## src/rs_pkg.sv

```systemverilog
`default_nettype none

package rs_pkg;

  localparam int symbol_width  = 8;
  localparam int msg_symbols   = 16;
  localparam int code_symbols  = 18;
  localparam int check_symbols = code_symbols - msg_symbols;
  localparam int msg_bits      = msg_symbols * symbol_width;
  localparam int code_bits     = code_symbols * symbol_width;

  // Codeword seen as a flat vector or as symbols. Message on top, parity at the bottom.
  typedef union packed {
    logic [code_bits-1:0]                        flat;
    logic [code_symbols-1:0][symbol_width-1:0]   sym;
  } codeword_u;

  // Row r gives parity bit (15 - r). Bit 127 of a row selects the first message bit.
  localparam logic [msg_bits-1:0] parity_rows [check_symbols*symbol_width] = '{
    // Rows 0 to 7 make check symbol 0.
    {32'b01000111_11101011_10000111_10111111,
     32'b10100000_01101111_10111000_00011111,
     32'b11011111_10011011_11110000_01110111,
     32'b11011000_00110100_00001100_00000011},
    {32'b00100011_01110101_01000011_01011111,
     32'b01010000_10110111_01011100_00001111,
     32'b01101111_11001101_11111000_10111011,
     32'b01101100_00011010_00000110_10000001},
    {32'b10010001_10111010_10100001_00101111,
     32'b10101000_11011011_10101110_10000111,
     32'b10110111_11100110_01111100_11011101,
     32'b00110110_00001101_10000011_11000000},
    {32'b01001000_01011101_11010000_10010111,
     32'b11010100_11101101_01010111_01000011,
     32'b11011011_11110011_10111110_01101110,
     32'b00011011_10000110_11000001_01100000},
    {32'b11100011_11000101_01101111_01110100,
     32'b11001010_10011001_00010011_10111110,
     32'b00110010_11100010_00101111_01000000,
     32'b01010101_11110111_11101100_00110011},
    {32'b10110110_10001001_00110000_10000101,
     32'b01000101_10100011_10110001_11000000,
     32'b01000110_11101010_01100111_01010111,
     32'b01110010_11001111_01111010_00011010},
    {32'b00011100_10101111_00011111_11111101,
     32'b10000010_10111110_11100000_01111111,
     32'b01111100_01101110_11000011_11011100,
     32'b01100001_11010011_00110001_00001110},
    {32'b10001110_11010111_00001111_01111110,
     32'b01000001_11011111_01110000_00111111,
     32'b10111110_00110111_11100001_11101110,
     32'b10110000_01101001_00011000_00000111},
    // Rows 8 to 15 make check symbol 1.
    {32'b01011110_00111111_11111011_00000100,
     32'b01111100_11000001_11111111_11111000,
     32'b11011101_10000110_10111001_11000010,
     32'b10100110_01100010_00011101_00000101},
    {32'b10101111_00011111_11111101_10000010,
     32'b10111110_11100000_01111111_01111100,
     32'b01101110_11000011_11011100_01100001,
     32'b11010011_00110001_00001110_00000010},
    {32'b11010111_00001111_01111110_01000001,
     32'b11011111_01110000_00111111_10111110,
     32'b00110111_11100001_11101110_10110000,
     32'b01101001_00011000_00000111_00000001},
    {32'b11101011_10000111_10111111_10100000,
     32'b01101111_10111000_00011111_11011111,
     32'b10011011_11110000_01110111_11011000,
     32'b00110100_00001100_00000011_10000000},
    {32'b00101011_01111100_10100100_01010100,
     32'b11001011_10011101_11110000_10010111,
     32'b00010000_01111110_00000010_10101110,
     32'b10111100_01100100_10011100_01000101},
    {32'b01001011_10000001_00101001_00101110,
     32'b00011001_10001111_00000111_00110011,
     32'b01010101_00111001_10111000_10010101,
     32'b01111000_11010000_11010011_00100111},
    {32'b01111011_11111111_11101111_00010011,
     32'b11110000_00000110_11111100_11100001,
     32'b01110111_00011010_11100101_00001000,
     32'b10011010_10001010_01110100_00010110},
    {32'b10111101_01111111_11110111_00001001,
     32'b11111000_10000011_11111110_11110000,
     32'b10111011_00001101_01110010_10000100,
     32'b01001101_11000101_00111010_00001011}
  };

endpackage

`default_nettype wire

```

## src/rs_codeword_reg.sv

```systemverilog
`default_nettype none

module rs_codeword_reg
  import rs_pkg::*;
(
  input  logic                    clk,
  input  logic                    rst_n,
  input  logic [msg_bits-1:0]     msg,
  input  logic                    msg_valid,
  output logic                    msg_ready,
  input  logic [symbol_width-1:0] check_0,
  input  logic [symbol_width-1:0] check_1,
  output codeword_u               code,
  output logic                    code_valid,
  input  logic                    code_ready
);

  logic accept;  // Message taken this cycle.
  logic drain;   // Held codeword leaves this cycle.

  // Free slot, or the slot empties on this very edge.
  assign msg_ready = !code_valid || code_ready;
  assign accept    = msg_valid && msg_ready;
  assign drain     = code_valid && code_ready;

  always_ff @(posedge clk) begin
    if (!rst_n) begin
      code_valid <= 1'b0;
    end else if (accept) begin
      code_valid <= 1'b1;
    end else if (drain) begin
      code_valid <= 1'b0;
    end
  end

  // Payload only moves on a transfer, so it holds under back-pressure.
  always_ff @(posedge clk) begin
    if (accept) begin
      code.flat[code_bits-1 -: msg_bits] <= msg;  // Systematic part.
      code.sym[1]                        <= check_0;  // Parity bits 15..8.
      code.sym[0]                        <= check_1;  // Parity bits 7..0.
    end
  end

endmodule

`default_nettype wire

```

## src/rs_encoder.sv

```systemverilog
`default_nettype none

// Systematic RS(18,16) encoder over 8-bit symbols with one register stage.
module rs_encoder
  import rs_pkg::*;
(
  input  logic                clk,
  input  logic                rst_n,
  input  logic [msg_bits-1:0] msg,
  input  logic                msg_valid,
  output logic                msg_ready,
  output codeword_u           code,
  output logic                code_valid,
  input  logic                code_ready
);

  logic [symbol_width-1:0] check_0;  // From rows 0 to 7.
  logic [symbol_width-1:0] check_1;  // From rows 8 to 15.

  rs_parity_symbol #(
    .check_index (0)
  ) u_check_0 (
    .msg   (msg),
    .check (check_0)
  );

  rs_parity_symbol #(
    .check_index (1)
  ) u_check_1 (
    .msg   (msg),
    .check (check_1)
  );

  rs_codeword_reg u_codeword_reg (
    .clk        (clk),
    .rst_n      (rst_n),
    .msg        (msg),
    .msg_valid  (msg_valid),
    .msg_ready  (msg_ready),
    .check_0    (check_0),
    .check_1    (check_1),
    .code       (code),
    .code_valid (code_valid),
    .code_ready (code_ready)
  );

endmodule

`default_nettype wire

```

## src/rs_parity_symbol.sv

```systemverilog
`default_nettype none

// One check symbol of the code. Each output bit is the GF(2) dot product of the
// message with one generator row, so the whole symbol is a multiply-accumulate
// over GF(2^8) unrolled into binary form.
module rs_parity_symbol
  import rs_pkg::*;
#(
  parameter int check_index = 0
) (
  input  logic [msg_bits-1:0]     msg,
  output logic [symbol_width-1:0] check
);

  // First matrix row for this symbol.
  localparam int first_row = check_index * symbol_width;

  logic [msg_bits-1:0] masked [symbol_width];  // Message bits picked by each row.

  for (genvar i = 0; i < symbol_width; i++) begin : g_bit
    assign masked[i] = msg & parity_rows[first_row + i];
    // Lowest row of the group lands on the symbol MSB.
    assign check[symbol_width-1-i] = ^masked[i];
  end

endmodule

`default_nettype wire

```

## config.mk

```make
export PLATFORM = sky130hd
export DESIGN_NAME = rs_encoder
export DESIGN_NICKNAME = d
export VERILOG_FILES = /design/src/rs_pkg.sv /design/src/rs_codeword_reg.sv /design/src/rs_encoder.sv /design/src/rs_parity_symbol.sv
export SDC_FILE = /design/constraint.sdc
export NUM_CORES = 1
export LEC_CHECK = 0
export ABC_AREA = 1
export BUFFER_PORTS_ARGS = -buffer_cell sky130_fd_sc_hd__buf_2
export CELL_PAD_IN_SITES_DETAIL_PLACEMENT = 0
export CELL_PAD_IN_SITES_GLOBAL_PLACEMENT = 1
export CORE_ASPECT_RATIO = 1.2
export CORE_MARGIN = 2
export CORE_UTILIZATION = 39
export CTS_CLUSTER_DIAMETER = 100
export CTS_CLUSTER_SIZE = 24
export DETAILED_ROUTE_END_ITERATION = 10
export GPL_ROUTABILITY_DRIVEN = 0
export PLACE_DENSITY = 0.9
export SYNTH_ARGS = -nofsm -noshare
export SYNTH_HDL_FRONTEND = slang
export SYNTH_SLANG_ARGS = --single-unit
```

## constraint.sdc

```tcl
create_clock -name clk -period 10.4 [get_ports clk]
set_input_delay 0.52 -clock clk [delete_from_list [all_inputs] [get_ports clk]]
set_output_delay 0.52 -clock clk [all_outputs]
set_load 0.01 [all_outputs]
```

==> summary.txt <==
Outcome
  – Outcome: finished clean

Timing
  – Slew HR: 45.3%
  – Post-route clock period utilization: 18.9%
  – Minimum clock period: 1.96 ns
  – Achievable frequency: 0.510 GHz
  – Worst slew pin tran: 0.820 ns
  – Setup_tns: 0 ns
  – Final hold vios: 0
  – Final Setup Violations: 0
  – Final Max Tran Viols: 0
  – Worst Skew: 0.00995 ns
  – Hold Slack: 0.271 ns
  – Unrepaired setup endpoints after global routing: false

Detailed routing
  – WL met1: 23900 µm
  – 1st-iter DRT viols: ~1200
  – Final Routed Wirelength: 55100 µm
  – Top sig layer: met4
  – Vias: 18800
  – Post-route DRC: 0
  – Detail Route Antenna Nets: 0
  – Detail Route met2 WL: 27400 µm
  – Avg WL per Cell: 14.1 µm
  – Detailed Routing Iterations Pass 1: 5
  – Routed vias/inst: just under 5
  – Metal3 WL: 2460 µm

Critical path
  – Worst Reg-to-Reg Cells: 2
  – Startpoint Class: primary input
  – Worst path arrival time: about 2.2 ns
  – CP required: 10.64 ns
  – Critical Path, Cell by Cell: buf_2, inv_1, nand2_1, nand2_1, nand2_1, nand2_1, inv_1, nand2_1, nand2_1, inv_1, nand2_1, nand2_1, inv_1, nand3_1, nand2_1, nand2_1, nand2_1
  – Critical path's largest stage delay: around 0.22 ns
  – CP most frequent cell: nand2_1
  – Nature of the critical path endpoint: flip-flop
  – Critical path fanouts, max: 12
  – Slowest cell on the critical path: inv_1
  – Setup CP Type: in -> reg

Finish
  – Multi-input logic area: ~0.011 mm²
  – Ant diodes: 0
  – Register area: between 0.004 and 0.005 mm²
  – Fillers: 4816
  – Layout cells sized above 1: 12.9%
  – Synth-to-Final Area Change: 13.7%
  – Final net count: 3475

Clocking
  – Htree depth: 4
  – Clock tree root buffer cell: clkbuf_16
  – CTS tree: built
  – Post-CTS setup buffer count: 0
  – CTS Buf Count: 17
  – Worst skew pair latency: 0.48 ns
  – Cts repair resizes: 0
  – Hold-fix buffers at CTS: 0
  – Clock buffer depth: 2
  – Reg clk slew, reported paths: ~0.07 ns
  – Clock Sinks: 145

Synth
  – Largest cells by area after synthesis: nand2_1 43%, edfxtp_1 25%, nand3_1 10%
  – Netlist cell types: 32
  – Post-synth top area share: 42.8%
  – Post-synth EDFFs: 144
  – Mapped Area: 0.0171 mm²
  – Post-synth ARST share: 0%
  – Seq/Total Area, Yosys: 25.4%
  – Mapped Cells: 3105
  – Syn Area/Cell: approximately 5.5 µm²
  – Syn Nets: 3237
  – Post-synth top cells: 1952 x nand2_1, 353 x nand3_1, 279 x inv_1
  – Ys flop type: edfxtp_1
  – Flops & latches, synth: 145
  – Cell taking the most area after synthesis: nand2_1
  – Most common cell in the netlist: nand2_1
  – Yosys warning count: 0

Power
  – Part of the power in the clock network: 25.1%
  – Sw Ratio: 43.9%
  – Peak VDD IR: 0.148 mV
  – Seq pwr share: 28.8%
  – Total power: 2.56 mW
  – Power Dens Cells: around 130 mW/mm²
  – Internal power: 1.44 mW
  – Comb power frac: 46.1%
  – P_sw: 1.13 mW
  – Leakage: roughly 12 nW

Die
  – I/O pins: 278
  – Die outline height: 233 µm
  – Rows: 84
  – Full die area: 0.0455 mm²
  – Initial Util: about two fifths
  – Die width: 195 µm
  – Core footprint: about 0.044 mm²

Place
  – Hpwl dp: approximately 45000 µm
  – Port Buf Inserts: 277

Min path
  – Hold WC Path Type: in -> reg
  – Hold Path Depth: 1

Global route
  – Vias in the first global route: 16600
  – First-pass GRT wire length: 86000 µm
  – Largest net degree at the start of global routing: 145
  – GRT Overall Usage: 24.1%
  – GRT Residual Overflow: 0
  – Initial antenna violation count: 0

Job
  – Max cap viols: 0
## layout make-up
type                            count  share of cell area, %
Clock buffer                       17                   2.19
Timing Repair Buffer              278                   7.23
Tap cell                          559                   3.60
Multi-Input combinational cell   2565                   57.3
Clock inverter                     15                  0.811
Sequential cell                   145                   22.3
Inverter                          336                   6.54
## critical path, delay by kind of cell
kind / cells / cell delay (ns)
buffers and inverters: 5 / 0.63
AND/OR/NAND/NOR: 12 / 1.04
## layout by cell type, fill, tap and decap left out
cell type / netlist / routed
nand3b_1: 15 / 15
edfxtp_1: 144 / 144
a21o_1: 1 / 1
o21ai_0: 2 / 2
nand2_1: 1952 / 1952
buf_12: 0 / 1
inv_2: 53 / 53
a21oi_4: 0 / 1
or2_1: 1 / 1
nand4_1: 5 / 5
nand2_4: 2 / 2
nand3_2: 1 / 1
clkinv_1: 1 / 3
xnor2_1: 60 / 60
clkinv_4: 1 / 5
a21boi_0: 1 / 1
nor2_2: 4 / 4
dfxtp_1: 1 / 1
clkinv_2: 0 / 1
inv_6: 0 / 4
nand3_1: 353 / 353
nand2_2: 57 / 57
clkbuf_16: 0 / 17
bufinv_16: 0 / 2
buf_2: 37 / 277
inv_4: 2 / 2
xor2_1: 92 / 92
nor2_1: 13 / 13
inv_1: 279 / 279
xor2_4: 1 / 1
clkinvlp_4: 0 / 2
xnor2_2: 1 / 1
o21ai_2: 1 / 1
o21bai_1: 1 / 1
o21ai_1: 1 / 1
## through the flow
stage / util (%) / instance area [µm²] / worst slack, ns / std cells
finish: 44.7 / 19400 / 8.44 / 3915
global route: 44.7 / 19400 / 8.20 / 3915
CTS: 44.7 / 19400 / 8.48 / 3915
detailed placement: 43.4 / 18900 / 7.96 / 3883
global placement: 43.4 / 18900 / 8.00 / 3883
floorplan: - / 17100 / 2.22 / 3105
## per-layer routing
metal / up-vias / GRT usage (%)
met5: - / 0
met4: 0 / 7.87
met3: 50 / 2.70
met2: 468 / 44.4
met1: 8315 / 29.3
li1: 9997 / -
## cells by family after synthesis
family	synth area share, %
compound gates	0.300
simple gates	56.8
flops	25.4
xor+xnor	8.04
buf+inv	9.50
## registers in the layout, indices dropped and copies added (netlist names)
name and flops:
u_codeword_reg.code 144, u_codeword_reg.code_valid 1
## final timing paths
kind	startpoint	to	slack, ns
worst max-delay path	msg[98]	u_codeword_reg.code[2]	8.44
worst min-delay path	msg[54]	u_codeword_reg.code[70]	0.27
worst max register to register	u_codeword_reg.code_valid	u_codeword_reg.code[109]	8.81
worst min register to register	u_codeword_reg.code_valid	u_codeword_reg.code_valid	0.55
## power groups by stage
stage / clock (mW) / sequential (mW) / combinational (mW)
after floorplan: 0 / 0.772 / 0.810
after global placement: 0 / 0.751 / 1.17
after detailed placement: 0 / 0.751 / 1.18
after CTS: 0.662 / 0.739 / 1.18
after global routing: 0.679 / 0.741 / 1.35
final: 0.643 / 0.739 / 1.18
Power figures use the tool's default switching activity.
